--- config.mk ---
export PLATFORM = sky130hd
export DESIGN_NAME = xt_peripherals
export DESIGN_NICKNAME = d
export VERILOG_FILES = /design/src/rtl/xt_bus_pkg.sv /design/src/rtl/xt_map_pkg.sv /design/src/rtl/ems_page_mapper.sv /design/src/rtl/io_readback.sv /design/src/rtl/stage_sync.sv /design/src/rtl/xt_io_decode.sv /design/src/rtl/xt_peripherals.sv
export VERILOG_INCLUDE_DIRS = /design/src /design/src/rtl
export SDC_FILE = /design/constraint.sdc
export NUM_CORES = 1
export LEC_CHECK = 0
export ABC_AREA = 1
export BUFFER_PORTS_ARGS = -buffer_cell sky130_fd_sc_hd__buf_4
export CORE_UTILIZATION = 52
export DETAILED_ROUTE_END_ITERATION = 12
export PLACE_DENSITY_LB_ADDON = 0.1
export SETUP_SLACK_MARGIN = 0.05
export SLEW_MARGIN = 40
export SYNTH_ARGS = -nofsm -noshare
export SYNTH_HDL_FRONTEND = slang
export SYNTH_SLANG_ARGS = --single-unit
--- constraint.sdc ---
create_clock -name clock -period 2.3 [get_ports clock]
set_clock_uncertainty 0.1 [all_clocks]
set_input_delay 0.23 -clock clock [delete_from_list [all_inputs] [get_ports clock]]
set_output_delay 0.23 -clock clock [all_outputs]
set_load 0.1 [all_outputs]
--- src/rtl/xt_defines.svh ---
//////////////////////////////////////////////////////////////////////
// Address map constants of the XT chipset glue
// EMS page register and frame settings, synchronizer depth
//////////////////////////////////////////////////////////////////////

`ifndef XT_DEFINES_SVH
`define XT_DEFINES_SVH

// I/O port bases

// Four EMS page registers at 260h..263h
`define XT_EMS_PORT 16'h0260

// Printer data latch at 378h..37Fh
`define XT_LPT_PORT 16'h0378

// EMS frame segments, top address nibble

// Frame at A0000h
`define XT_EMS_BASE_A 4'hA

// Frame at C0000h
`define XT_EMS_BASE_C 4'hC

// Frame at D0000h
`define XT_EMS_BASE_D 4'hD

// EMS page register data codes

// Writing this code disables the page
`define XT_EMS_ERASE 8'hFF

// Values below this limit load a page number
`define XT_EMS_MAP_LIMIT 8'h80

// Keyboard crossing

// Flops in each synchronizer chain
`define XT_SYNC_STAGES 2

`endif

--- src/rtl/xt_bus_pkg.sv ---
//////////////////////////////////////////////////////////////////////
// CPU bus cycle type and peripheral chip select type
//////////////////////////////////////////////////////////////////////

package xt_bus_pkg;

    // One CPU bus cycle as the chipset sees it, strobes active low
    typedef struct packed {
        logic [19:0] address;
        logic [7:0]  data;
        logic        io_read_n;
        logic        io_write_n;
        logic        mem_read_n;
        logic        mem_write_n;
        // Low while the CPU owns the bus
        logic        aen_n;
        // Interrupt acknowledge cycle
        logic        inta_n;
    } xt_bus_t;

    // Active high peripheral selects
    typedef struct packed {
        // 8237 at 000h
        logic dma;
        // 8259 at 020h
        logic pic;
        // 8253 at 040h
        logic pit;
        // 8255 at 060h
        logic ppi;
        // Page register at 080h
        logic dma_page;
        logic ems;
        logic lpt;
    } xt_cs_t;

endpackage

--- src/rtl/xt_map_pkg.sv ---
//////////////////////////////////////////////////////////////////////
// EMS page register, frame window and bank match types
//////////////////////////////////////////////////////////////////////

package xt_map_pkg;

    // One EMS page register
    typedef struct packed {
        logic       enable;
        logic [6:0] page;
    } ems_page_t;

    // Frame choice: 0 for A, 1 for C, D otherwise
    typedef logic [1:0] ems_window_t;

    // One match bit per 16 KB bank of the frame
    typedef logic [3:0] ems_bank_t;

endpackage

--- src/rtl/ems_page_mapper.sv ---
//////////////////////////////////////////////////////////////////////
// EMS page mapper with four page registers
// Register read value and frame bank match outputs
//////////////////////////////////////////////////////////////////////

`timescale 1ns/1ps

`include "xt_defines.svh"

module ems_page_mapper (
    input  logic                    clock,
    input  logic                    reset,
    input  xt_bus_pkg::xt_bus_t     bus_i,
    input  logic                    ems_sel_i,
    input  xt_map_pkg::ems_window_t window_i,
    output logic [7:0]              read_data_o,
    output xt_map_pkg::ems_bank_t   bank_o
);

    xt_map_pkg::ems_page_t pages [4];
    xt_map_pkg::ems_page_t selected;
    logic [1:0]            index;
    logic [3:0]            frame;
    logic                  mem_cycle;

    assign index = bus_i.address[1:0];

    // Page register writes
    always_ff @(posedge clock or posedge reset) begin
        if (reset) begin
            for (int i = 0; i < 4; i++) begin
                pages[i] <= '0;
            end
        end else if (ems_sel_i && !bus_i.io_write_n) begin
            if (bus_i.data == `XT_EMS_ERASE) begin
                pages[index].enable <= 1'b0;
                pages[index].page   <= 7'h7F;
            end else if (bus_i.data < `XT_EMS_MAP_LIMIT) begin
                pages[index].enable <= 1'b1;
                pages[index].page   <= bus_i.data[6:0];
            end
            // 80h..FEh are ignored
        end
    end

    // Disabled pages read back as the erase code
    assign selected    = pages[index];
    assign read_data_o = selected.enable ? {1'b0, selected.page} : `XT_EMS_ERASE;

    // Frame segment nibble
    always_comb begin
        case (window_i)
            2'd0:    frame = `XT_EMS_BASE_A;
            2'd1:    frame = `XT_EMS_BASE_C;
            default: frame = `XT_EMS_BASE_D;
        endcase
    end

    assign mem_cycle = bus_i.io_read_n & bus_i.io_write_n;

    // Bank n covers frame + n * 16 KB
    always_comb begin
        for (int n = 0; n < 4; n++) begin
            bank_o[n] = mem_cycle && pages[n].enable
                        && (bus_i.address[19:14] == {frame, 2'(n)});
        end
    end

endmodule

--- src/rtl/io_readback.sv ---
//////////////////////////////////////////////////////////////////////
// Printer data latch and CPU read data multiplexer
//////////////////////////////////////////////////////////////////////

`timescale 1ns/1ps

module io_readback (
    input  logic                clock,
    input  logic                reset,
    input  xt_bus_pkg::xt_bus_t bus_i,
    input  xt_bus_pkg::xt_cs_t  cs_i,
    input  logic [7:0]          pic_data_i,
    input  logic [7:0]          pit_data_i,
    input  logic [7:0]          ppi_data_i,
    input  logic [7:0]          ems_data_i,
    output logic [7:0]          data_o,
    output logic                data_valid_o
);

    logic [7:0] lpt_data;
    logic       io_read;

    // Printer port holds all ones until written
    always_ff @(posedge clock or posedge reset) begin
        if (reset) begin
            lpt_data <= 8'hFF;
        end else if (cs_i.lpt && !bus_i.io_write_n) begin
            lpt_data <= bus_i.data;
        end
    end

    assign io_read = ~bus_i.io_read_n;

    // Fixed priority, interrupt vector first
    always_comb begin
        data_valid_o = 1'b1;
        data_o       = 8'h00;
        if (!bus_i.inta_n) begin
            data_o = pic_data_i;
        end else if (cs_i.pic && io_read) begin
            data_o = pic_data_i;
        end else if (cs_i.pit && io_read) begin
            data_o = pit_data_i;
        end else if (cs_i.ppi && io_read) begin
            data_o = ppi_data_i;
        end else if (cs_i.ems && io_read) begin
            data_o = ems_data_i;
        end else if (cs_i.lpt && io_read) begin
            data_o = lpt_data;
        end else begin
            // Nothing of ours on the bus
            data_valid_o = 1'b0;
        end
    end

endmodule

--- src/rtl/stage_sync.sv ---
//////////////////////////////////////////////////////////////////////
// Flop chain synchronizer for any packed payload
//////////////////////////////////////////////////////////////////////

`timescale 1ns/1ps

`include "xt_defines.svh"

module stage_sync #(
    parameter type payload_t = logic
) (
    input  logic     clock,
    input  logic     reset,
    input  payload_t d_i,
    output payload_t q_o
);

    payload_t chain [`XT_SYNC_STAGES];

    always_ff @(posedge clock or posedge reset) begin
        if (reset) begin
            for (int i = 0; i < `XT_SYNC_STAGES; i++) begin
                chain[i] <= '0;
            end
        end else begin
            chain[0] <= d_i;
            for (int i = 1; i < `XT_SYNC_STAGES; i++) begin
                chain[i] <= chain[i-1];
            end
        end
    end

    assign q_o = chain[`XT_SYNC_STAGES-1];

endmodule

--- src/rtl/xt_io_decode.sv ---
//////////////////////////////////////////////////////////////////////
// I/O address decoder of the XT chipset
// Selects for DMA, PIC, PIT, PPI, DMA page, EMS and printer
//////////////////////////////////////////////////////////////////////

`timescale 1ns/1ps

`include "xt_defines.svh"

module xt_io_decode (
    input  xt_bus_pkg::xt_bus_t bus_i,
    input  logic                ems_enabled_i,
    output xt_bus_pkg::xt_cs_t  cs_o
);

    localparam logic [15:0] EMS_PORT = `XT_EMS_PORT;
    localparam logic [15:0] LPT_PORT = `XT_LPT_PORT;

    logic       io_request;
    logic       io_cpu;
    logic       low_page;
    logic [2:0] block;

    // Any I/O strobe while the CPU drives the address
    assign io_request = ~bus_i.io_read_n | ~bus_i.io_write_n;
    assign io_cpu     = io_request & ~bus_i.aen_n;

    // Motherboard devices live in the first 100h ports, 20h each
    assign low_page = io_cpu & ~bus_i.address[9] & ~bus_i.address[8];
    assign block    = bus_i.address[7:5];

    always_comb begin
        cs_o          = '0;
        cs_o.dma      = low_page && (block == 3'd0);
        cs_o.pic      = low_page && (block == 3'd1);
        cs_o.pit      = low_page && (block == 3'd2);
        cs_o.ppi      = low_page && (block == 3'd3);
        cs_o.dma_page = low_page && (block == 3'd4);

        // 260h..263h, only while EMS is switched on
        cs_o.ems = io_cpu && ems_enabled_i
                   && (bus_i.address[15:2] == EMS_PORT[15:2]);

        // 378h..37Fh
        cs_o.lpt = io_cpu && (bus_i.address[15:3] == LPT_PORT[15:3]);
    end

endmodule

--- src/rtl/xt_peripherals.sv ---
//////////////////////////////////////////////////////////////////////
// XT peripheral bus glue top level
// Decoder, EMS mapper, read-back and keyboard synchronizers
//////////////////////////////////////////////////////////////////////

`timescale 1ns/1ps

module xt_peripherals (
    input  logic                    clock,
    input  logic                    reset,
    input  xt_bus_pkg::xt_bus_t     bus_i,
    input  logic                    ems_enabled_i,
    input  xt_map_pkg::ems_window_t ems_window_i,
    input  logic [7:0]              pic_data_i,
    input  logic [7:0]              pit_data_i,
    input  logic [7:0]              ppi_data_i,
    input  logic [7:0]              kbd_code_i,
    input  logic                    kbd_irq_i,
    output xt_bus_pkg::xt_cs_t      cs_o,
    output xt_map_pkg::ems_bank_t   ems_bank_o,
    output logic [7:0]              data_o,
    output logic                    data_valid_o,
    output logic [7:0]              kbd_code_o,
    output logic                    kbd_irq_o
);

    xt_bus_pkg::xt_cs_t cs;
    logic [7:0]         ems_data;

    xt_io_decode xt_io_decode_i (
        .bus_i         (bus_i),
        .ems_enabled_i (ems_enabled_i),
        .cs_o          (cs)
    );

    assign cs_o = cs;

    ems_page_mapper ems_page_mapper_i (
        .clock       (clock),
        .reset       (reset),
        .bus_i       (bus_i),
        .ems_sel_i   (cs.ems),
        .window_i    (ems_window_i),
        .read_data_o (ems_data),
        .bank_o      (ems_bank_o)
    );

    io_readback io_readback_i (
        .clock        (clock),
        .reset        (reset),
        .bus_i        (bus_i),
        .cs_i         (cs),
        .pic_data_i   (pic_data_i),
        .pit_data_i   (pit_data_i),
        .ppi_data_i   (ppi_data_i),
        .ems_data_i   (ems_data),
        .data_o       (data_o),
        .data_valid_o (data_valid_o)
    );

    // Keyboard controller signals into the system clock
    stage_sync #(.payload_t(logic [7:0])) kbd_code_sync_i (
        .clock (clock),
        .reset (reset),
        .d_i   (kbd_code_i),
        .q_o   (kbd_code_o)
    );

    stage_sync #(.payload_t(logic)) kbd_irq_sync_i (
        .clock (clock),
        .reset (reset),
        .d_i   (kbd_irq_i),
        .q_o   (kbd_irq_o)
    );

endmodule

; Word level (Yosys, flattened, before mapping)
; Cells that the tools add are included.
[totals]
regBits = 58
input_bits = 72
output_inout_bits = 29
wordCells = 95
[op_classes]
n_eq_ne = 12
bitwise = 11
n_reduce_logical = 29
n_mux = 27
order_cmp = 3
[ops]
columns = operator, n
row1 = bitwise mux 32 bit, 4
row2 = two-way mux 8 bit, 10
row3 = two-way mux 32 bit, 2
row4 = demux 8 bit (select 2 bit), 2
row5 = equality test 6 bit, 4
row6 = logical AND 1 bit, 24
row7 = binary-select mux 8 bit (select 2 bit), 1
row8 = equality test 14 x 8 -> 1 bit (second input constant), 1
row9 = equality test 13 x 7 -> 1 bit (second input constant), 1
row10 = equality test 8 bit (second input constant), 1
row11 = less-than comparator 8 bit (second input constant), 1
row12 = two-way mux 7 bit, 1
row13 = equality test 3 x 2 -> 1 bit (second input constant), 2
row14 = two-way mux 1 bit, 6
row15 = case mux 3 bit (2 select lines), 1
row16 = inverter 1 bit, 5
row17 = AND 1 bit, 4
row18 = equality test 3 x 1 -> 1 bit (second input constant), 1
row19 = equality test 3 bit (second input constant), 1
row20 = >= comparator 3 bit (second input constant), 1
row21 = logical NOT 3 bit, 1
row22 = less-than comparator 3 x 1 -> 1 bit (second input constant), 1
row23 = inverter 2 -> 3 bit, 1
row24 = equality test 2 x 1 -> 1 bit (second input constant), 1
row25 = 5 further kinds, 5

; Logic depth before layout (Yosys ltp)
[logic_depth]
depth_word = 11
depth_mapped = 12
depth_no_buf = 11

; Modules after synthesis
; From an unflattened synthesis, not the netlist that was laid out.
[unflattened]
cells_unflattened = 469
hier_area_um2 = 3337.0
[by_module_without_submodules]
columns = mod, area_per_inst_um2, cells_per_inst, seq_area_each_um2, n_inst
row1 = ems_page_mapper, 1762.9, 239, 800.8, 1
row2 = io_readback, 888.4, 163, 210.2, 1
row3 = stage_sync (kbd_code_sync_i), 464.2, 25, 400.4, 1
row4 = xt_io_decode, 167.7, 39, 0.0, 1
row5 = stage_sync (kbd_irq_sync_i), 53.8, 3, 50.0, 1

; Worst setup path before layout
; OpenSTA, ideal clock, no wires.
[synth_path]
kind = input to output
start = in ems_window_i[1]
end = out ems_bank_o[0]
n_path_buf = 0
t_required_ns = 1.970
arrival_ns = 3.578
stages = 6
setup_slack_ns = -1.608
path_cell_list = nor2_1 xor2_1 nand2_1 nor2_1 inv_1 nor4_1
[synth_via]
elab_chain_len = 4
elab_cells_between_ends = 5
cone_classes = eq/ne (2) / mux (1) / reduce/logical (2)
[synth_lines]
columns = item, line_no
row1 = from (decl), xt_peripherals.sv:13  ; input xt_map_pkg::ems_window_t ems_window_i,
row2 = equality test 2 x 1 -> 1 bit / logical NOT 2 bit (equally long branches), ems_page_mapper.sv:52  ; case (window_i)
row3 = case mux 3 bit (2 select lines) (*), ems_page_mapper.sv:52
row4 = equality test 6 bit (*), ems_page_mapper.sv:65  ; && (bus_i.address[19:14] == {frame, 2'(n)});
row5 = logical AND 1 bit (*), ems_page_mapper.sv:65
row6 = to (decl), xt_peripherals.sv:20  ; output xt_map_pkg::ems_bank_t ems_bank_o,
; Every way passes the cells marked *; elsewhere a longest branch is shown, timed or not.

; Worst setup path after layout
[layout_path]
start = reg ems_page_mapper_i.pages[31] (netlist bit)
end = out data_o[6]
[layout_via]
elab_chain_len = 9
[layout_lines]
columns = item, line_no
row1 = from (decl), ems_page_mapper.sv:20  ; xt_map_pkg::ems_page_t pages [4];
row2 = binary-select mux 8 bit (select 2 bit), ems_page_mapper.sv:47  ; assign selected = pages[index];
row3 = two-way mux 8 bit (implied by the code) (2 in a row), ems_page_mapper.sv:47
row4 = two-way mux 8 bit (no source line), --
row5 = two-way mux 8 bit, io_readback.sv:46  ; end else if (cs_i.ems && io_read) begin
row6 = two-way mux 8 bit, io_readback.sv:44  ; end else if (cs_i.ppi && io_read) begin
row7 = two-way mux 8 bit, io_readback.sv:42  ; end else if (cs_i.pit && io_read) begin
row8 = two-way mux 8 bit, io_readback.sv:40  ; end else if (cs_i.pic && io_read) begin
row9 = two-way mux 8 bit, io_readback.sv:38  ; if (!bus_i.inta_n) begin
row10 = to (decl), xt_peripherals.sv:21  ; output logic [7:0] data_o,
; No other way between the ends. The select of a mux whose other input is x is not followed.

==> results by group <==
Synthesis
  • Post-synth top area share: 0.3750
  • Mapped Cells: 424
  • Ys flop type: dfrtp_1
  • Seq/Total Area, Yosys: 0.4379
  • Unique masters post-synth: 38
  • Post-synth top cells: nand2_1 (127), dfrtp_1 (50), nor2_1 (42)
  • Top-count cell post-synth: nand2_1
  • Leading area contributor after synthesis: dfrtp_1
  • EDFF count, synth: 0
  • Synth warn: 0
  • Mapped Avg Cell Area: 7.870 um2
  • Post-synthesis net count: 496
  • Mapped cell area: 3337 um2
  • Post-synthesis async set-or-reset flop share: 1.000
  • Synth top area cells: dfrtp_1 (37%), nand2_1 (14%), dfstp_2 (6.3%)
  • Synthesized flop and latch total: 58

Routing
  • Vias: 3193
  • Vias per Instance: 5.200
  • DRC: 0
  • Drt pass-1 iters: 4
  • WL met1: 3539 um
  • DR WL met3: 454 um
  • Metal2 WL: 4247 um
  • Initial DRC count: 128
  • Routed Antenna Nets: 0
  • Post-Route WL: 8431 um
  • WL/cell: 13.73 um
  • Top Layer Used: met4

Global route
  • GRT Util Overall: 0.2694
  • Global-route wire length before repair: 13340 um
  • Initial antenna violation count: 0
  • Largest net degree at the start of global routing: 59
  • Number of global-route vias before repair: 2857
  • Grt ovf: 0

Outcome
  • Status: complete, no violations

Timing
  • Final Cycle Share: 0.9459
  • Slew @ Worst Pin: 0.4547 ns
  • Rel. slew slack: 0.6961
  • Fin crit period: 2.176 ns
  • Fmax achieved: 0.4597 GHz
  • Final hold vios: 0
  • Max-slew violation count: 0
  • RSZ-0062 raised after global routing: yes
  • Setup ws final: 0.1244 ns
  • Final setup violation count: 0

Finish
  • Fillers: 475
  • Layout cells sized above 1: 0.3859
  • Final instance area: 4684 um2
  • Final nets: 606
  • Area growth syn-to-layout: 40.38%
  • Antenna fix cells: 0

Clock network
  • Clk sink count: 58
  • Clock Tree Buf Depth: 2
  • CTS root buffer: clkbuf_8
  • CTS buffer count: 9
  • Clk Latency, worst-skew pair: 0.33 ns
  • H-tree Lvls: 3
  • Clock-pin slew on the worst setup and hold paths: 0.06 ns
  • CTS tree: yes

Power
  • PD cells: 522.9 nW/um2
  • Pleak: 2.310 nW
  • Maximum VDD drop: 0.6678 mV

Placement
  • I/O Buffers: 98
  • Place WS: 0.1593 ns
  • Placed Area: 4322 um2
  • Dpl hpwl: 6076 um
  • Gpl congestion: 0.8309

Setup path
  • Critical path's largest stage delay: 0.38 ns
  • Setup crit start kind: flip-flop
  • Kind of critical path: reg -> out
  • Crit path buffers/inverters: 2
  • CP delay by family, top: simple AND/OR/NAND/NOR gates
  • Crit-path max FO: 8
  • Endpoint class of the critical path: output pin
  • Worst-path cell chain: inv_2 > o21ai_1 > nand2_1 > nand2_4 > nand4_1 > nand3_1 > nand3_2 > nor2_2 > nor2_4 > buf_8
  • CP Data Required Time: 1.97 ns
  • Crit path DAT: 1.85 ns
  • Slowest CP cell: dfrtp_1

Floorplanning
  • Initial Util: 0.5506
  • Die width: 82.11 um
  • Die area: 6741 um2
  • Chip Height: 82.11 um
  • Row cnt: 28
  • Ports: 101
  • Area of the core: 6061 um2

Worst hold path
  • Worst hold path class: in -> reg

Run
  • Max Cap Viol: 0
## logic make-up after synthesis
group	synth area share
XOR/XNOR	0.005250
AO/OA/AOI/OAI	0.1054
buffers and inverters	0.09861
flip-flops	0.4379
AND/OR/NAND/NOR	0.3528
## worst paths after layout
kind                                        startpoint                        end  slack [ns]  depth (start not counted)
max                        ems_page_mapper_i.pages[31]                  data_o[6]        0.12                         10
max in group asynchronous                        reset  io_readback_i.lpt_data[0]        1.38                          4
min reg2reg                  kbd_code_sync_i.chain[13]     kbd_code_sync_i.q_o[5]        0.25                          0
min in group asynchronous                        reset     kbd_code_sync_i.q_o[0]        0.41                          4
min                                          bus_i[13]  io_readback_i.lpt_data[7]        0.07                          3
max reg2reg                  io_readback_i.lpt_data[1]  io_readback_i.lpt_data[1]        1.34                          2
## report_power, final
group | switching [mW] | leakage, nW | internal, mW
combinational | 0.319 | 1.47 | 0.170
sequential | 0.00393 | 0.740 | 1.04
clock | 0.394 | 0.103 | 0.525
total | 0.717 | 2.31 | 1.73
## worst register-to-register path, cell delays in order (launching register included)
cell     delay (ns)
dfstp_2        0.54
nand2_1        0.07
o21ai_0        0.15
## per-stage QoR
step	std cells	power (mW)	TNS [ns]	utilization	hold slack (ns)
final	614	2.450	0	0.7729	0.06940
after global placement	588	1.512	0	0.7130	0.2117
after global routing	614	2.550	0	0.7729	0.08986
after detailed placement	588	1.520	0	0.7130	0.2160
after CTS	614	2.453	0	0.7634	0.06152
after floorplan	424	1.359	-1.360	-	0.1614
## area by class of cell
cell class / count / area, um2 / area share
flip-flops and latches: 58 / 1461 / 0.3120
clock buffers: 11 / 141.4 / 0.03018
clock inverters: 5 / 53.80 / 0.01149
inverters: 42 / 161.4 / 0.03446
well taps: 75 / 93.84 / 0.02003
multi-input cells: 303 / 1792 / 0.3825
repair buffers: 120 / 980.9 / 0.2094
## per-layer routing
layer / global-route usage / vias to the layer above
met5: 0 / -
met4: 0.1035 / 0
met3: 0.07473 / 16
met2: 0.4471 / 89
met1: 0.3324 / 1511
li1: - / 1577
## state kept, by name, summed over array words and instances (netlist names)
| name | flops |
|---|---|
| kbd_irq_sync_i.q_o | 1 |
| kbd_code_sync_i.q_o | 8 |
| ems_page_mapper_i.pages | 32 |
| io_readback_i.lpt_data | 8 |
| kbd_code_sync_i.chain | 8 |
| kbd_irq_sync_i.chain | 1 |
## cells in the final DEF (no fill, tap or decap), types with 3 or more instances in the layout
master,n
o21ai_2,11
buf_4,102
a21oi_1,6
nor3_4,4
nor2_1,38
nand4_1,4
dlygate4sd3_1,10
nand2_4,3
nor3_1,3
nand2_1,118
nor2_2,4
o21ai_0,8
clkbuf_8,10
inv_1,35
clkinv_2,3
o21ai_1,23
nand2_8,3
nand3_1,30
nand4_4,4
dfrtp_1,50
nand3_2,7
nor2_4,4
nand2_2,12
inv_2,6
a21oi_4,6
dfstp_2,8
buf_6,4
## repair_timing
action / 4_1_cts / 5_1_grt
pin swaps: 0 / 3
endpoints found under the setup margin: 7 / 8
setup buffers: 0 / 0
gates resized for setup: 3 / 16
hold buffers: 10 / 0
cloned: 0 / 0
endpoints found under the hold margin: 59 / 0
(Power assumes the default switching activity.)
